### config.mk
export PLATFORM = sky130hd
export DESIGN_NAME = write_burst_tracker
export DESIGN_NICKNAME = d
export VERILOG_FILES = /design/src/common/axi_check_pkg.sv /design/src/len_fifo.sv /design/src/write/write_burst_tracker.sv
export SDC_FILE = /design/constraint.sdc
export NUM_CORES = 1
export LEC_CHECK = 0
export ABC_AREA = 1
export BUFFER_PORTS_ARGS = -buffer_cell sky130_fd_sc_hd__buf_4
export CAP_MARGIN = 20
export CORE_ASPECT_RATIO = 1.4
export CORE_MARGIN = 2
export CORE_UTILIZATION = 55
export DETAILED_ROUTE_END_ITERATION = 7
export PLACE_DENSITY = 0.83
export SLEW_MARGIN = 20
export SYNTH_ARGS = -nofsm -noshare
export SYNTH_HDL_FRONTEND = slang
export SYNTH_SLANG_ARGS = --single-unit
### constraint.sdc
create_clock -name aclk -period 9.2 [get_ports aclk]
set_clock_uncertainty 0.15 [all_clocks]
set_input_delay 1.84 -clock aclk [delete_from_list [all_inputs] [get_ports aclk]]
set_output_delay 1.84 -clock aclk [all_outputs]
set_load 0.01 [all_outputs]
### src/common/axi_check_pkg.sv
/*
 * Shared constants and enumerations for the AXI4 protocol checker.
 * Modules refer to these by scoped name, never through an import.
 */

`default_nettype none

package axi_check_pkg;

	// Bus field widths for the 64-bit link being observed
	localparam int addr_width  = 32;
	localparam int data_width  = 64;
	localparam int strb_width  = 8;
	localparam int len_width   = 8;
	localparam int size_width  = 3;
	localparam int burst_width = 2;
	localparam int resp_width  = 2;

	// Outstanding bursts tracked per direction before overflow is flagged
	localparam int track_depth = 4;

	// Width of the saturating violation counter
	localparam int count_width = 16;

	// Violation codes in priority order
	// The lowest non-zero value wins when several checks fire together
	typedef enum logic [3:0] {
		chk_none,
		chk_aw_hold,
		chk_w_hold,
		chk_b_hold,
		chk_ar_hold,
		chk_r_hold,
		chk_b_early,
		chk_w_no_addr,
		chk_wlast,
		chk_rlast,
		chk_track_overflow
	} check_code_e;

	// Beat counting state of a burst tracker
	// Idle means the next beat is the first beat of the head burst
	typedef enum logic [0:0] {
		beat_idle,
		beat_busy
	} burst_state_e;

endpackage

`default_nettype wire

### src/len_fifo.sv
/*
 * Circular buffer of outstanding burst lengths for a burst tracker.
 * Push on an address handshake, pop when the head burst ends.
 * A push into a full buffer is dropped and pulses overflow.
 */

`timescale 1ns/1ps
`default_nettype none

module len_fifo #(
	parameter int depth = axi_check_pkg::track_depth
) (
	input  logic                               aclk,
	input  logic                               reset,
	input  logic                               push,
	input  logic                               pop,
	input  logic [axi_check_pkg::len_width-1:0] push_len,
	output logic [axi_check_pkg::len_width-1:0] head_len,
	output logic                               empty,
	output logic                               overflow
);

	// Length storage read at the head pointer
	logic [axi_check_pkg::len_width-1:0] mem [depth];

	logic [$clog2(depth)-1:0]   rd_ptr;
	logic [$clog2(depth)-1:0]   wr_ptr;
	logic [$clog2(depth+1)-1:0] count;

	logic full;
	logic do_push;
	logic do_pop;

	assign empty = (count == '0);
	assign full  = (count == ($clog2(depth+1))'(depth));

	// A pop in the same cycle frees the slot, so a push into a full buffer is kept
	assign do_pop   = pop & ~empty;
	assign do_push  = push & (~full | do_pop);
	assign overflow = push & full & ~do_pop;

	assign head_len = mem[rd_ptr];

	always_ff @(posedge aclk) begin
		if (do_push) begin
			mem[wr_ptr] <= push_len;
		end
	end

	// Pointers wrap explicitly so the depth need not be a power of two
	always_ff @(posedge aclk) begin
		if (reset) begin
			rd_ptr <= '0;
			wr_ptr <= '0;
			count  <= '0;
		end else begin
			if (do_push) begin
				if (wr_ptr == ($clog2(depth))'(depth - 1)) begin
					wr_ptr <= '0;
				end else begin
					wr_ptr <= wr_ptr + 1'b1;
				end
			end
			if (do_pop) begin
				if (rd_ptr == ($clog2(depth))'(depth - 1)) begin
					rd_ptr <= '0;
				end else begin
					rd_ptr <= rd_ptr + 1'b1;
				end
			end
			if (do_push && !do_pop) begin
				count <= count + 1'b1;
			end else if (do_pop && !do_push) begin
				count <= count - 1'b1;
			end
		end
	end

endmodule

`default_nettype wire

### src/write/write_burst_tracker.sv
/*
 * Write side burst tracking for the AXI4 checker.
 * Checks wlast against the buffered burst length, write data without an
 * address, and write responses that arrive before their burst is done.
 */

`timescale 1ns/1ps
`default_nettype none

module write_burst_tracker (
	input  logic                               aclk,
	input  logic                               reset,
	input  logic                               awvalid,
	input  logic                               awready,
	input  logic [axi_check_pkg::len_width-1:0] awlen,
	input  logic                               wvalid,
	input  logic                               wready,
	input  logic                               wlast,
	input  logic                               bvalid,
	input  logic                               bready,
	output logic                               wlast_error,
	output logic                               no_addr_error,
	output logic                               b_early_error,
	output logic                               overflow_error
);

	logic aw_hs;
	logic w_hs;
	logic b_hs;

	logic [axi_check_pkg::len_width-1:0] head_len;
	logic                               empty;
	logic                               end_beat;
	logic                               burst_done;

	// Completed beats of the head burst while busy
	axi_check_pkg::burst_state_e         state;
	logic [axi_check_pkg::len_width-1:0] beat_cnt;

	// Address handshakes and finished bursts still waiting for a response
	logic [axi_check_pkg::len_width-1:0] aw_pending;
	logic [axi_check_pkg::len_width-1:0] burst_pending;
	logic                               b_ok;

	assign aw_hs = awvalid & awready;
	assign w_hs  = wvalid & wready;
	assign b_hs  = bvalid & bready;

	len_fifo #(
		.depth (axi_check_pkg::track_depth)
	) u_len_fifo (
		.aclk     (aclk),
		.reset    (reset),
		.push     (aw_hs),
		.pop      (burst_done),
		.push_len (awlen),
		.head_len (head_len),
		.empty    (empty),
		.overflow (overflow_error)
	);

	// The current beat is number beat_cnt plus one and the last is head_len plus one
	assign end_beat = (state == axi_check_pkg::beat_idle) ? (head_len == '0)
		: (beat_cnt == head_len);

	// A burst ends on its expected last beat or on an early wlast
	assign burst_done    = w_hs & ~empty & (wlast | end_beat);
	assign wlast_error   = w_hs & ~empty & (wlast != end_beat);
	assign no_addr_error = w_hs & empty;

	assign b_ok          = (aw_pending != '0) && (burst_pending != '0);
	assign b_early_error = b_hs & ~b_ok;

	always_ff @(posedge aclk) begin
		if (reset) begin
			state    <= axi_check_pkg::beat_idle;
			beat_cnt <= '0;
		end else if (burst_done) begin
			state    <= axi_check_pkg::beat_idle;
			beat_cnt <= '0;
		end else if (w_hs && !empty) begin
			state    <= axi_check_pkg::beat_busy;
			beat_cnt <= beat_cnt + 1'b1;
		end
	end

	// Only a response that passes the check retires an entry from both counts
	always_ff @(posedge aclk) begin
		if (reset) begin
			aw_pending    <= '0;
			burst_pending <= '0;
		end else begin
			if (aw_hs && !(b_hs && b_ok) && aw_pending != '1) begin
				aw_pending <= aw_pending + 1'b1;
			end else if (!aw_hs && b_hs && b_ok) begin
				aw_pending <= aw_pending - 1'b1;
			end
			if (burst_done && !(b_hs && b_ok) && burst_pending != '1) begin
				burst_pending <= burst_pending + 1'b1;
			end else if (!burst_done && b_hs && b_ok) begin
				burst_pending <= burst_pending - 1'b1;
			end
		end
	end

endmodule

`default_nettype wire
# After elaboration in Yosys (flattened, before gate mapping)
# Memories as Yosys holds them, arrays and structs flattened. A register that Yosys moved wholly into a read port is not among the register bits.
# Cells that the tools add are included.
# word_totals
reg_bits	32
input_bits	17
word_cells	82
output_inout_bits	4
ram_bits	32
memories	1
# classes
bitwise_logic	18
mux	13
add_sub_neg	9
reduce_logical	27
n_eq_ne	7
# mem_list
memory	depth	width	read_ports	rd_clocked_by_memory_dff	write_ports	line_no	source
u_len_fifo.mem	4	8	1	1	1	len_fifo.sv:24	logic [axi_check_pkg::len_width-1:0] mem [depth];
# op_table
operator	count
8-bit two-way mux	4
8-bit by 1-bit adder with 8-bit output (second input constant)	3
8-bit != test (second input constant)	2
8-bit nonzero test	2
8-bit by 1-bit subtractor with 8-bit output (second input constant)	2
1-bit logical AND	13
1-bit bitwise AND	12
8-bit equality test	1
8-bit logical NOT	1
2-bit two-way mux	4
1-bit logical NOT	6
3-bit two-way mux	2
2-bit nonzero test	3
2-bit by 1-bit adder with 2-bit output (second input constant)	2
2-bit equality test (second input constant)	2
1-bit NOT	4
3-bit by 1-bit adder with 3-bit output (second input constant)	1
3-bit equality test (second input constant)	1
3-bit logical NOT	1
1-bit two-way mux	3
3-bit by 1-bit subtractor with 3-bit output (second input constant)	1
1-bit OR	2
2-bit OR reduction	1
1-bit != test	1

# Depth between registers and ports, before layout
# logic_depth
ltp_word	11
ltp_mapped	27
ltp_nobuf	25

# Hierarchy
# A second synthesis with hierarchy kept.
# unflattened
cells_unflattened	422
hier_area_um2	3738.6
# modules_own_cells
mod	area_per_inst_um2	seq_area_each_um2	cells_per_inst	instances
write_burst_tracker	2029.4	500.5	271	1
len_fifo	1709.1	1141.1	151	1

# Worst setup path after synthesis
# No wires, ideal clock.
# synth_timing
kind	input to output
startpoint	input wlast
endpoint	output overflow_error
path_buffers	0
t_required_ns	7.210
arrival_ns	2.416
setup_slack_ns	4.794
path_stages	6
path_cell_list	inv_1 ha_1 inv_1 nand3_4 nand4_1 inv_1
# synth_via
elab_chain_cells	5
# synth_rtl
item	line_no	source
start, declared	write_burst_tracker.sv:18	input logic wlast,
1-bit OR	write_burst_tracker.sv:67	assign burst_done = w_hs & ~empty & (wlast | end_beat);
1-bit bitwise AND	write_burst_tracker.sv:67	
1-bit bitwise AND	len_fifo.sv:38	assign do_pop = pop & ~empty;
1-bit NOT	len_fifo.sv:40	assign overflow = push & full & ~do_pop;
1-bit bitwise AND	len_fifo.sv:40	
end, declared	write_burst_tracker.sv:24	output logic overflow_error
# Every way passes these cells.

==> results_dict.tcl <==
set metrics [dict create \
    status "complete, no violations" \
    comb_power_share_pct 33.4 \
    async_flop_share_pct 0 \
    initial_core_util_pct 56.6 \
    finalWorstSetupSlack_ns 4.33 \
    synth_fp_nets 446 \
    clk_latency_ns 0.35 \
    crit_fanout 17 \
    cts_hold_buffers 0 \
    die_y_um 98.6 \
    seq_power_share_pct 38.0 \
    synth_edf_count 32 \
    ys_types 34 \
    ios 21 \
    gp_congestion 0.802 \
    holdWs_ns 0.362 \
    dp_hpwl_um 4950 \
    ys.flop_type "dfxtp_1" \
    whs_endpoint "beat_cnt[2]" \
    cts.path.max_buffers 2 \
    yosysTopAreaCellShare_pct 27.3 \
    min_from "beat_cnt[2]" \
    min_path_cells 2 \
    grt_use_total_pct 21.5 \
    syn_to_final_growth_pct 12.0 \
    drive_gt1_share_pct 12.2 \
    setup_tns_ns 0 \
    gr-total-overflow 0 \
    r2r-end "u_len_fifo.count[2]" \
    hp-class "reg -> reg" \
    routed_via_density 5.54 \
    grt_pass1_wl_um 11900 \
    synth_area_um2 3510 \
    first_global_vias 2710 \
    avgSynthCellArea_um2 8.66 \
    drt_first_pass_iters 4 \
    wirelength_um 7070 \
    yosysMostFrequentCell "nand2_1" \
    stdcell_area_um2 3940 \
    antenna_cells 0 \
    layout.nets 469 \
    reg2reg_depth 22 \
    grt.busiest_layer "met2" \
    p_per_area_nw_per_um2 251 \
    finalSetupViolCount 0 \
    ys_seq_elements 66 \
    worstPathRequired_ns 7.21 \
    syn_inst 406 \
    maxSlewViolCount 0 \
    drc 0 \
    clkPwrFrac_pct 28.6 \
    use_met1_pct 23.8 \
    antenna_found_initial 0 \
    post_cts_resized 0 \
    postRouteAntennaNets 0 \
    cts_num_sinks 66 \
    pre_cts_slack_ns 4.52 \
    cap_violations 0 \
    end_kind "primary output" \
    clock.fmax_ghz 0.205 \
    r2r_slack_ns 5.16 \
    p_sw_uw 348 \
    rsz0062_at_grt "no" \
    critPathLaunchType "register" \
    hold_viol 0 \
    relSlewSlack_pct 42.8 \
    avgRoutedWirePerCell_um 14.0 \
    die_area_um2 7050 \
    port_buffers 20 \
    yosysSeqAreaShare_pct 46.7 \
    grt_max_degree 21 \
    grtUsageMet3_pct 4.09 \
    cts_setup_buffers 0 \
    htreeDepth 3 \
    ir_worst_vdd_uv 155 \
    cts_tree "yes" \
    rows 34 \
    vias 2805 \
    die_w_um 71.6 \
    worst_slew_pin_slew_ns 0.855 \
    p_leak_uw 0.00169 \
    use_met2_pct 38.3 \
    intPower_uw 638 \
    yosysWarnings 0 \
    swShare_pct 35.3 \
    drt_iter0_drc 155 \
    ys_top_cells_by_count "nand2_1 (87), nor2_1 (45), nand3_1 (36)" \
    placed_cell_area_um2 3690 \
    cts-root-buf "clkbuf_8" \
    cts_buffers 9 \
    crit_type "reg -> out" \
    path_clk_slew_ns 0.07 \
    synth_top_cell_by_area "edfxtp_1" \
    critPathArrivalTime_ns 2.88 \
    fin_crit_ns 4.87 \
    core_area_um2 6210 \
    synthTopCellsByArea "edfxtp_1 (27%), dfxtp_1 (19%), nand2_1 (9.3%)" \
    fin_crit_sh_pct 53.0 \
]
[state kept, by name, indices dropped and copies added, names as in the netlist, named ones only]
register,count
u_len_fifo.wr_ptr,2
burst_pending,8
u_len_fifo.rd_ptr,2
u_len_fifo.count,3
u_len_fifo.mem,32
aw_pending,8
beat_cnt,8
state,1
[cell type report]
type	count	area, um2
clock buffers	12	188
clock inverters	4	52.6
fillers	497	2280
inverters	33	124
multi-input cells	299	1690
flip-flops and latches	66	1640
well taps	72	90.1
repair buffers	20	150
[cells in the final DEF, fill, tap and decap left out, types with 2 or more instances in the layout]
master / count
nand2_4: 5
dfxtp_1: 34
edfxtp_1: 32
xnor2_1: 4
a21o_1: 2
nand2_1: 87
nand4_1: 10
a21oi_1: 31
a31oi_1: 2
buf_4: 20
nor3_1: 2
inv_1: 31
o21ai_1: 10
nor3b_1: 2
nand3_1: 36
fa_1: 3
nand2_2: 3
clkbuf_16: 2
inv_2: 2
o21ai_0: 15
ha_1: 20
nor2_4: 3
xor2_1: 11
nor2_1: 45
clkbuf_8: 10
[stage by stage]
stage | std cells | total power, uW | util (%)
finish | 506 | 986 | 63.4
floorplan | 406 | 645 | -
CTS | 506 | 989 | 63.4
global route | 506 | 1050 | 63.4
detailed placement | 490 | 706 | 59.5
global placement | 490 | 696 | 59.5
[kinds of logic (layout without fill, tap and decap cells)]
logic type	count (synthesis)	count (layout)	synth area share [%]
fa+ha+maj	23	23	8.83
simple gates	199	199	26.3
buf+inv	41	69	5.23
compound gates	62	62	9.18
xor+xnor	15	15	3.74
flops	66	66	46.7
[metal layers]
| layer | wire length (um) | share of wire, % |
|---|---|---|
| met4 | 191 | 2.7 |
| met3 | 220 | 3.1 |
| met1 | 2910 | 41 |
| met5 | 0 | 0 |
| met2 | 3750 | 53 |
[worst max-delay path: stages (launching register included)]
cell,delay (ns)
dfxtp_1,0.71
inv_2,0.27
nand2_1,0.13
nand3_1,0.07
nand2_1,0.17
o21ai_0,0.10
nor2_1,0.09
nand3_1,0.07
nor2_1,0.09
nor2_1,0.05
ha_1,0.20
inv_1,0.12
nand3_4,0.15
nand4_1,0.11
inv_1,0.04
buf_4,0.13
[worst max path at each step]
stage                                end  depth (start not counted)
after floorplan           overflow_error                          6
after detailed placement  overflow_error                          8
after global routing      overflow_error                         15
final                     overflow_error                         15
after global placement    overflow_error                          8
after CTS                 overflow_error                         15
[power groups by stage]
stage	combinational, uW	clock [uW]	sequential [uW]
floorplan	274	0	371
global placement	317	0	379
detailed placement	327	0	380
CTS	330	285	374
global route	378	297	379
finish	329	283	375
No activity file was read; power rests on OpenSTA's default activity.
